**src/source/r24bb_bus_pkg.sv**
```systemverilog
package r24bb_bus_pkg;

    //////////////////////////////
    // Bus words
    //////////////////////////////

    typedef logic [31:0] bus_addr_t;  // Byte address
    typedef logic [31:0] bus_data_t;  // Read and write data
    typedef logic [11:0] bus_ofs_t;   // Byte offset inside one block

    // Host side of a transfer, shared by every block
    // Per-block select travels on its own line
    typedef struct packed {
        bus_addr_t paddr;
        logic      pwrite;   // High for a write
        bus_data_t pwdata;
        logic      penable;  // Low in setup, high in access
    } bus_req_t;

    //////////////////////////////
    // Address map
    //////////////////////////////

    // Upper address half every mapped access must carry
    localparam logic [15:0] BUS_BASE = 16'h43C0;

    // Block numbers, taken from paddr[15:12]
    localparam logic [3:0] BLK_ROUTER = 4'd2;  // DAC output router
    localparam logic [3:0] BLK_DDSA   = 4'd5;  // First DDS
    localparam logic [3:0] BLK_DDSB   = 4'd6;  // Second DDS

    localparam int BLK_COUNT = 16;  // One select line per block code

    //////////////////////////////
    // Register offsets
    //////////////////////////////

    // DDS block
    localparam bus_ofs_t OFS_FREQ = 12'h000;  // Phase step
    localparam bus_ofs_t OFS_CTRL = 12'h004;  // Enable and waveform

    // Router block
    localparam bus_ofs_t OFS_ROUTE = 12'h000;  // Source per DAC output

endpackage

```
**src/source/r24bb_sig_pkg.sv**
```systemverilog
package r24bb_sig_pkg;

    //////////////////////////////
    // Sample words
    //////////////////////////////

    typedef logic signed [7:0]  sample_t;  // DAC and ADC sample
    typedef logic signed [15:0] audio_t;   // One audio channel

    //////////////////////////////
    // DDS
    //////////////////////////////

    // Waveform select, code 3 falls back to saw
    typedef enum logic [1:0] {
        SAW      = 2'd0,
        SQUARE   = 2'd1,
        TRIANGLE = 2'd2
    } wave_e;

    typedef logic [31:0] dds_freq_t;  // Phase step per clock

    // Control word
    // Sits in the low bits, upper bus bits read as zero
    typedef struct packed {
        logic  enable;  // Bit 2
        wave_e wave;    // Bits 1:0
    } dds_ctrl_t;

    //////////////////////////////
    // Router
    //////////////////////////////

    // Sample source per DAC output, codes 6 and 7 give zero
    typedef enum logic [2:0] {
        MUTE  = 3'd0,
        ADC_A = 3'd1,
        ADC_B = 3'd2,
        DDS_A = 3'd3,
        DDS_B = 3'd4,
        AUDIO = 3'd5
    } src_e;

    // Route word, upper bus bits read as zero
    typedef struct packed {
        src_e src_b;  // Bits 5:3, DAC B
        src_e src_a;  // Bits 2:0, DAC A
    } route_cfg_t;

endpackage

```
**src/source/apb_cfg_reg.sv**
```systemverilog
`timescale 1ns/1ps

module apb_cfg_reg #(
    parameter type                     cfg_t  = logic [31:0],
    parameter r24bb_bus_pkg::bus_ofs_t OFFSET = '0
) (
    input  logic                     clk,
    input  logic                     rst_i,
    input  logic                     sel_i,      // Block select from the decoder
    input  r24bb_bus_pkg::bus_req_t  bus_req_i,
    output cfg_t                     cfg_o,      // Held payload
    output logic                     wr_o,       // Write access to the block
    output r24bb_bus_pkg::bus_data_t rdata_o
);

    localparam int CFG_W = $bits(cfg_t);  // Payload bits kept

    logic hit;  // Offset matches this word
    cfg_t cfg_q;

    assign hit = bus_req_i.paddr[11:0] == OFFSET;

    // Access cycle of a write anywhere in the block
    assign wr_o = sel_i && bus_req_i.penable && bus_req_i.pwrite;

    always_ff @(posedge clk) begin
        if (rst_i) begin
            cfg_q <= '0;
        end else if (wr_o && hit) begin
            cfg_q <= cfg_t'(bus_req_i.pwdata[CFG_W-1:0]);  // Upper bits dropped
        end
    end

    assign cfg_o = cfg_q;

    // Read back zero-extended to a bus word
    always_comb begin
        rdata_o = '0;
        if (hit) begin
            rdata_o[CFG_W-1:0] = cfg_q;
        end
    end

endmodule

```
**src/source/apb_decode.sv**
```systemverilog
`timescale 1ns/1ps

module apb_decode (
    input  logic                      psel_i,
    input  r24bb_bus_pkg::bus_req_t   bus_req_i,
    input  r24bb_bus_pkg::bus_data_t  blk_rdata_i [r24bb_bus_pkg::BLK_COUNT],
    output logic [r24bb_bus_pkg::BLK_COUNT-1:0] blk_sel_o,
    output r24bb_bus_pkg::bus_data_t  prdata_o
);

    //////////////////////////////
    // Block map
    //////////////////////////////

    // One bit per block that actually exists
    localparam logic [r24bb_bus_pkg::BLK_COUNT-1:0] BLK_MAP =
        (r24bb_bus_pkg::BLK_COUNT'(1) << r24bb_bus_pkg::BLK_ROUTER) |
        (r24bb_bus_pkg::BLK_COUNT'(1) << r24bb_bus_pkg::BLK_DDSA)   |
        (r24bb_bus_pkg::BLK_COUNT'(1) << r24bb_bus_pkg::BLK_DDSB);

    logic       base_hit;  // Upper half matches the board window
    logic [3:0] blk;       // Block field of the address
    logic [r24bb_bus_pkg::BLK_COUNT-1:0] blk_onehot;

    assign base_hit = bus_req_i.paddr[31:16] == r24bb_bus_pkg::BUS_BASE;
    assign blk      = bus_req_i.paddr[15:12];

    //////////////////////////////
    // Select lines
    //////////////////////////////

    always_comb begin
        blk_onehot      = '0;
        blk_onehot[blk] = 1'b1;
    end

    // Held through setup and access, slaves qualify with penable
    assign blk_sel_o = (psel_i && base_hit) ? (blk_onehot & BLK_MAP) : '0;

    //////////////////////////////
    // Read data
    //////////////////////////////

    // Unmapped block or foreign base gives zero
    always_comb begin
        prdata_o = '0;
        if (blk_sel_o[blk]) begin
            prdata_o = blk_rdata_i[blk];  // Registered contents of the block
        end
    end

endmodule

```
**src/source/dds_gen.sv**
```systemverilog
`timescale 1ns/1ps

module dds_gen #(
    parameter int PHASE_W = 32
) (
    input  logic                     clk,
    input  logic                     rst_i,
    input  logic                     sel_i,
    input  r24bb_bus_pkg::bus_req_t  bus_req_i,
    output r24bb_bus_pkg::bus_data_t rdata_o,
    output r24bb_sig_pkg::sample_t   sample_o
);

    r24bb_sig_pkg::dds_freq_t freq;   // Phase step
    r24bb_sig_pkg::dds_ctrl_t ctrl;   // Enable and waveform
    logic                     freq_wr;
    r24bb_bus_pkg::bus_data_t freq_rdata;
    r24bb_bus_pkg::bus_data_t ctrl_rdata;

    logic                   blk_wr;   // Any write to this block
    logic [PHASE_W-1:0]     phase_q;
    logic [7:0]             p;        // Top phase byte
    logic [7:0]             fold;     // Triangle folded at half cycle
    logic [7:0]             dbl;
    r24bb_sig_pkg::sample_t shaped;
    r24bb_sig_pkg::sample_t sample_q;

    //////////////////////////////
    // Config words
    //////////////////////////////

    apb_cfg_reg #(
        .cfg_t  (r24bb_sig_pkg::dds_freq_t),
        .OFFSET (r24bb_bus_pkg::OFS_FREQ)
    ) i_freq_reg (
        .clk       (clk),
        .rst_i     (rst_i),
        .sel_i     (sel_i),
        .bus_req_i (bus_req_i),
        .cfg_o     (freq),
        .wr_o      (freq_wr),
        .rdata_o   (freq_rdata)
    );

    apb_cfg_reg #(
        .cfg_t  (r24bb_sig_pkg::dds_ctrl_t),
        .OFFSET (r24bb_bus_pkg::OFS_CTRL)
    ) i_ctrl_reg (
        .clk       (clk),
        .rst_i     (rst_i),
        .sel_i     (sel_i),
        .bus_req_i (bus_req_i),
        .cfg_o     (ctrl),
        .wr_o      (),
        .rdata_o   (ctrl_rdata)
    );

    assign blk_wr  = freq_wr;  // Pulses on a write to either offset
    assign rdata_o = freq_rdata | ctrl_rdata;  // Only the addressed slot is nonzero

    //////////////////////////////
    // Phase accumulator
    //////////////////////////////

    always_ff @(posedge clk) begin
        if (rst_i || blk_wr || !ctrl.enable) begin
            phase_q <= '0;  // Restart on any write, parked while disabled
        end else begin
            phase_q <= phase_q + PHASE_W'(freq);
        end
    end

    //////////////////////////////
    // Waveform shaper
    //////////////////////////////

    assign p    = phase_q[PHASE_W-1 -: 8];
    assign fold = p[7] ? ~p : p;            // Falling half mirrored
    assign dbl  = {fold[6:0], 1'b0};        // Full 8-bit swing

    always_comb begin
        case (ctrl.wave)
            r24bb_sig_pkg::SQUARE:   shaped = p[7] ? 8'sh80 : 8'sh7F;
            r24bb_sig_pkg::TRIANGLE: shaped = {~dbl[7], dbl[6:0]};  // Offset binary to signed
            default:                 shaped = p;                     // Saw, also code 3
        endcase
    end

    always_ff @(posedge clk) begin
        if (rst_i) begin
            sample_q <= '0;
        end else begin
            sample_q <= ctrl.enable ? shaped : '0;  // Silent when off
        end
    end

    assign sample_o = sample_q;

endmodule

```
**src/source/dac_router.sv**
```systemverilog
`timescale 1ns/1ps

module dac_router (
    input  logic                     clk,
    input  logic                     rst_i,
    input  logic                     sel_i,
    input  r24bb_bus_pkg::bus_req_t  bus_req_i,
    output r24bb_bus_pkg::bus_data_t rdata_o,
    input  r24bb_sig_pkg::sample_t   adc_a_i,
    input  r24bb_sig_pkg::sample_t   adc_b_i,
    input  r24bb_sig_pkg::sample_t   dds_a_i,
    input  r24bb_sig_pkg::sample_t   dds_b_i,
    input  r24bb_sig_pkg::audio_t    aud_l_i,
    input  r24bb_sig_pkg::audio_t    aud_r_i,
    output r24bb_sig_pkg::sample_t   dac_a_o,
    output r24bb_sig_pkg::sample_t   dac_b_o
);

    r24bb_sig_pkg::route_cfg_t route;    // Source of each output
    r24bb_sig_pkg::audio_t     aud_sum;  // Mono mix, wraps
    r24bb_sig_pkg::sample_t    aud_smp;

    //////////////////////////////
    // Route word
    //////////////////////////////

    apb_cfg_reg #(
        .cfg_t  (r24bb_sig_pkg::route_cfg_t),
        .OFFSET (r24bb_bus_pkg::OFS_ROUTE)
    ) i_route_reg (
        .clk       (clk),
        .rst_i     (rst_i),
        .sel_i     (sel_i),
        .bus_req_i (bus_req_i),
        .cfg_o     (route),
        .wr_o      (),
        .rdata_o   (rdata_o)
    );

    assign aud_sum = aud_l_i + aud_r_i;
    assign aud_smp = aud_sum[15:8];  // Upper byte only

    // Source mux shared by both outputs
    function automatic r24bb_sig_pkg::sample_t pick(input r24bb_sig_pkg::src_e src);
        r24bb_sig_pkg::sample_t s;
        case (src)
            r24bb_sig_pkg::ADC_A: s = adc_a_i;
            r24bb_sig_pkg::ADC_B: s = adc_b_i;
            r24bb_sig_pkg::DDS_A: s = dds_a_i;
            r24bb_sig_pkg::DDS_B: s = dds_b_i;
            r24bb_sig_pkg::AUDIO: s = aud_smp;
            default:              s = '0;  // Mute and spare codes
        endcase
        return s;
    endfunction

    //////////////////////////////
    // Output registers
    //////////////////////////////

    always_ff @(posedge clk) begin
        if (rst_i) begin
            dac_a_o <= '0;
            dac_b_o <= '0;
        end else begin
            dac_a_o <= pick(route.src_a);
            dac_b_o <= pick(route.src_b);
        end
    end

endmodule

```
**src/source/r24bb_core.sv**
```systemverilog
`timescale 1ns/1ps

module r24bb_core #(
    parameter int PHASE_W = 32  // DDS accumulator width
) (
    input  logic                     clk,
    input  logic                     rst_i,

    // Register bus
    input  logic                     psel_i,
    input  r24bb_bus_pkg::bus_req_t  bus_req_i,
    output r24bb_bus_pkg::bus_data_t prdata_o,

    // Sample inputs
    input  r24bb_sig_pkg::sample_t   adc_a_i,
    input  r24bb_sig_pkg::sample_t   adc_b_i,
    input  r24bb_sig_pkg::audio_t    aud_l_i,
    input  r24bb_sig_pkg::audio_t    aud_r_i,

    // DAC streams
    output r24bb_sig_pkg::sample_t   dac_a_o,
    output r24bb_sig_pkg::sample_t   dac_b_o
);

    logic [r24bb_bus_pkg::BLK_COUNT-1:0] blk_sel;
    r24bb_bus_pkg::bus_data_t            blk_rdata [r24bb_bus_pkg::BLK_COUNT];
    r24bb_bus_pkg::bus_data_t            router_rdata;
    r24bb_bus_pkg::bus_data_t            ddsa_rdata;
    r24bb_bus_pkg::bus_data_t            ddsb_rdata;
    r24bb_sig_pkg::sample_t              ddsa_smp;
    r24bb_sig_pkg::sample_t              ddsb_smp;

    //////////////////////////////
    // Bus decode
    //////////////////////////////

    // Slots with no block read zero
    always_comb begin
        for (int i = 0; i < r24bb_bus_pkg::BLK_COUNT; i++) begin
            blk_rdata[i] = '0;
        end
        blk_rdata[r24bb_bus_pkg::BLK_ROUTER] = router_rdata;
        blk_rdata[r24bb_bus_pkg::BLK_DDSA]   = ddsa_rdata;
        blk_rdata[r24bb_bus_pkg::BLK_DDSB]   = ddsb_rdata;
    end

    apb_decode i_apb_decode (
        .psel_i      (psel_i),
        .bus_req_i   (bus_req_i),
        .blk_rdata_i (blk_rdata),
        .blk_sel_o   (blk_sel),
        .prdata_o    (prdata_o)
    );

    //////////////////////////////
    // DDS pair
    //////////////////////////////

    dds_gen #(
        .PHASE_W (PHASE_W)
    ) i_ddsa (
        .clk       (clk),
        .rst_i     (rst_i),
        .sel_i     (blk_sel[r24bb_bus_pkg::BLK_DDSA]),
        .bus_req_i (bus_req_i),
        .rdata_o   (ddsa_rdata),
        .sample_o  (ddsa_smp)
    );

    dds_gen #(
        .PHASE_W (PHASE_W)
    ) i_ddsb (
        .clk       (clk),
        .rst_i     (rst_i),
        .sel_i     (blk_sel[r24bb_bus_pkg::BLK_DDSB]),
        .bus_req_i (bus_req_i),
        .rdata_o   (ddsb_rdata),
        .sample_o  (ddsb_smp)
    );

    //////////////////////////////
    // Output router
    //////////////////////////////

    dac_router i_dac_router (
        .clk       (clk),
        .rst_i     (rst_i),
        .sel_i     (blk_sel[r24bb_bus_pkg::BLK_ROUTER]),
        .bus_req_i (bus_req_i),
        .rdata_o   (router_rdata),
        .adc_a_i   (adc_a_i),
        .adc_b_i   (adc_b_i),
        .dds_a_i   (ddsa_smp),
        .dds_b_i   (ddsb_smp),
        .aud_l_i   (aud_l_i),
        .aud_r_i   (aud_r_i),
        .dac_a_o   (dac_a_o),
        .dac_b_o   (dac_b_o)
    );

endmodule

```
**config.mk**
```make
export PLATFORM = sky130hd
export DESIGN_NAME = r24bb_core
export DESIGN_NICKNAME = d
export VERILOG_FILES = /design/src/source/r24bb_bus_pkg.sv /design/src/source/r24bb_sig_pkg.sv /design/src/source/apb_cfg_reg.sv /design/src/source/apb_decode.sv /design/src/source/dds_gen.sv /design/src/source/dac_router.sv /design/src/source/r24bb_core.sv
export SDC_FILE = /design/constraint.sdc
export NUM_CORES = 1
export LEC_CHECK = 0
export BUFFER_PORTS_ARGS = -buffer_cell sky130_fd_sc_hd__buf_2
export CAP_MARGIN = 20
export CORE_MARGIN = 4
export CORE_UTILIZATION = 65
export DETAILED_ROUTE_END_ITERATION = 10
export PLACE_DENSITY = 0.87
export SKIP_LAST_GASP = 1
export SYNTH_ARGS = -nofsm -noshare
export SYNTH_HDL_FRONTEND = slang
export SYNTH_HIERARCHICAL = 1
export SYNTH_SLANG_ARGS = --single-unit
```
**constraint.sdc**
```tcl
create_clock -name clk -period 4.3 [get_ports clk]
set_clock_uncertainty 0.05 [all_clocks]
set_input_delay 0.86 -clock clk [delete_from_list [all_inputs] [get_ports clk]]
set_output_delay 0.86 -clock clk [all_outputs]
set_load 0.01 [all_outputs]
```
==> impl_metrics.py <==
metrics = {
    "global_route": {
        "antenna_found_initial": 0,
        "grt_use_total": 0.304,
        "grt_pass1_vias": 12032,
        "grtUsageMet2": 0.504,
        "grt.met1_usage": 0.401,
        "grt-ovfl-total": 0,
        "busiest_layer": "met2",
        "grt_max_degree": 114,
        "met3_usage": 0.0445,
        "grt_pass1_wl_um": 60600,
    },
    "sta": {
        "post-route-period-util": 0.901,
        "finalSetupTns_ns": 0,
        "fin_ws_ns": 0.425,
        "setup_viol": 0,
        "rsz0062_at_grt": "no",
        "post-route-min-period_ns": 3.87,
        "maxSlewViolCount": 0,
        "worst_pin_slew_ns": 1.02,
        "relSlewSlack": 0.322,
        "hold_viol": 0,
        "fmax_ghz": 0.258,
    },
    "cts": {
        "root_buffer": "clkbuf_16",
        "cts_setup_buffers": 0,
        "hold_buffers": 0,
        "post_cts_resized": 0,
        "clk_latency_ns": 0.44,
        "clk_pin_slew_worst_paths_ns": 0.06,
        "cts_sinks": 172,
        "htreeDepth": 4,
        "cts_tree": "yes",
        "cts_buffer_depth": 2,
        "cts_inserted_buffers": 17,
    },
    "place": {
        "numPortBuffers": 164,
        "placed_cell_area_mm2": 0.0148,
        "dp_slack_ns": 0.478,
        "finalWeightedCongestion": 0.926,
        "placed_cells": 2108,
        "dp_hpwl_um": 28900,
    },
    "setup_path": {
        "crit_slowest_cell": "nor4_4",
        "crit_path_max_fanout": 32,
        "cp-end-kind": "primary output",
        "crit_type": "in -> out",
        "crit_top_cell": "buf_2",
        "crit_start": "bus_req_i[45]",
        "cp.arrival_ns": 2.96,
        "critPathMaxStageDelay_ns": 0.38,
        "cp-start-kind": "input port",
        "r2r_start": "i_ddsa/i_freq_reg/cfg_o[1]$_SDFFE_PP0P_",
        "cp_cell_sequence": "buf_2, nor4_4, and3_1, buf_12, and2_1, or2_2, and3b_1, o21ai_0, a211oi_1, buf_2",
        "critPathRequiredTime_ns": 3.39,
    },
    "run_status": {
        "status": "complete, no violations",
    },
    "finish": {
        "fin_area_mm2": 0.0155,
        "layout.nets": 2046,
        "syn2layout_area_growth_pct": 7.95,
        "stdcell_count": 2139,
        "antenna_cells": 0,
        "drive_gt1_frac": 0.182,
    },
    "floorplanning": {
        "dieArea_mm2": 0.0245,
        "dieWidth_um": 157,
        "initial_core_util": 0.660,
        "top_level_ports": 165,
        "core_mm2": 0.0218,
        "chipHeight_um": 157,
        "num_rows": 54,
    },
    "routing": {
        "drt-total-wl_um": 38600,
        "wire_per_inst_um": 18.1,
        "ant_nets": 0,
        "route.detailed.drc": 0,
        "vias": 12918,
        "drt_first_iter_violations": 1168,
        "avgViaCountPerCell": 6.04,
        "drt_pass1_iterations": 6,
    },
    "logic_synthesis": {
        "ys_warn_count": 6,
        "syn-cell-area_mm2": 0.0143,
        "postSynthCellCount": 1746,
        "avgSynthCellArea_um2": 8.22,
    },
    "worst_hold_path": {
        "min_from": "i_ddsa/i_freq_reg/cfg_o[3]$_SDFFE_PP0P_",
        "hold_class": "reg -> reg",
    },
    "power": {
        "power.leakage_nw": 7.32,
        "ir_drop_mv": 0.226,
        "pwr_density_cell_mw_per_mm2": 234,
    },
    "job": {
        "cap_violations": 0,
    },
}
## report_power, final
part	leakage [nW]	internal, mW	total (mW)	switching [mW]
Combinational	5.62	0.161	0.354	0.193
Sequential	1.38	1.59	1.59	0.0000000000554
Clock	0.312	1.01	1.68	0.674
Total	7.32	2.76	3.63	0.867
## registers in the layout, indices dropped and copies added (netlist names)
name	flops
i_dac_router/dac_a_o	8
i_dac_router/dac_b_o	8
i_dac_router/i_route_reg/cfg_o	6
i_ddsa/i_ctrl_reg/cfg_o	3
i_ddsa/i_freq_reg/cfg_o	32
i_ddsa/phase_q	32
i_ddsa/sample_o	8
i_ddsb/i_ctrl_reg/cfg_o	3
i_ddsb/i_freq_reg/cfg_o	32
i_ddsb/phase_q	32
i_ddsb/sample_o	8
## metal layers
metal | wire length [um] | vias up
li1 | - | 6229
met4 | 1510 | 0
met5 | 0 | -
met2 | 17600 | 582
met1 | 16500 | 5991
met3 | 2970 | 116
## path summary, 6_finish.rpt
path,end,depth (start not counted),slack (ns)
worst max-delay path,prdata_o[0],10,0.43
worst min-delay path,i_ddsa/i_freq_reg/cfg_o[3]$_SDFFE_PP0P_,2,0.45
worst max register to register,i_ddsa/phase_q[29]$_SDFF_PP0_,8,1.56
worst min register to register,i_ddsa/i_freq_reg/cfg_o[3]$_SDFFE_PP0P_,2,0.45
## critical path: cells and delay by family
kind | cells | cell delay, ns
AND/OR/NAND/NOR | 5 | 1.09
buffers and inverters | 3 | 0.59
AO/OA/AOI/OAI | 2 | 0.42
## final cells by class
| type | instances | area [um2] |
|---|---|---|
| Multi-Input combinational cell | 1451 | 10000 |
| Fill cell | 1724 | 6270 |
| Sequential cell | 172 | 3440 |
| Timing Repair Buffer | 176 | 938 |
| Clock buffer | 19 | 453 |
| Tap cell | 280 | 350 |
| Clock inverter | 12 | 188 |
| Inverter | 29 | 109 |
## cell usage in the layout, fill, tap and decap left out, types with 32 or more instances in the layout
master and n:
ha_1 80, dfxtp_1 172, o21ai_1 32, a21o_1 33
nand2b_1 159, a21oi_1 124, o21ai_0 49, buf_2 163
nand2_1 80, a211oi_1 38, or2_2 68, mux2i_1 94
and3b_1 59, nor2_1 113, and2_1 87, conb_1 84
## per-stage QoR
step | total power [mW] | hold slack [ns] | utilization
finish | 3.63 | 0.454 | 0.712
CTS | 3.64 | 0.453 | 0.712
global placement | 1.96 | 0.426 | 0.683
floorplan | 1.90 | 0.410 | -
detailed placement | 1.97 | 0.440 | 0.683
global route | 3.75 | 0.477 | 0.712
Note: power is estimated with default switching activity, not from simulation.
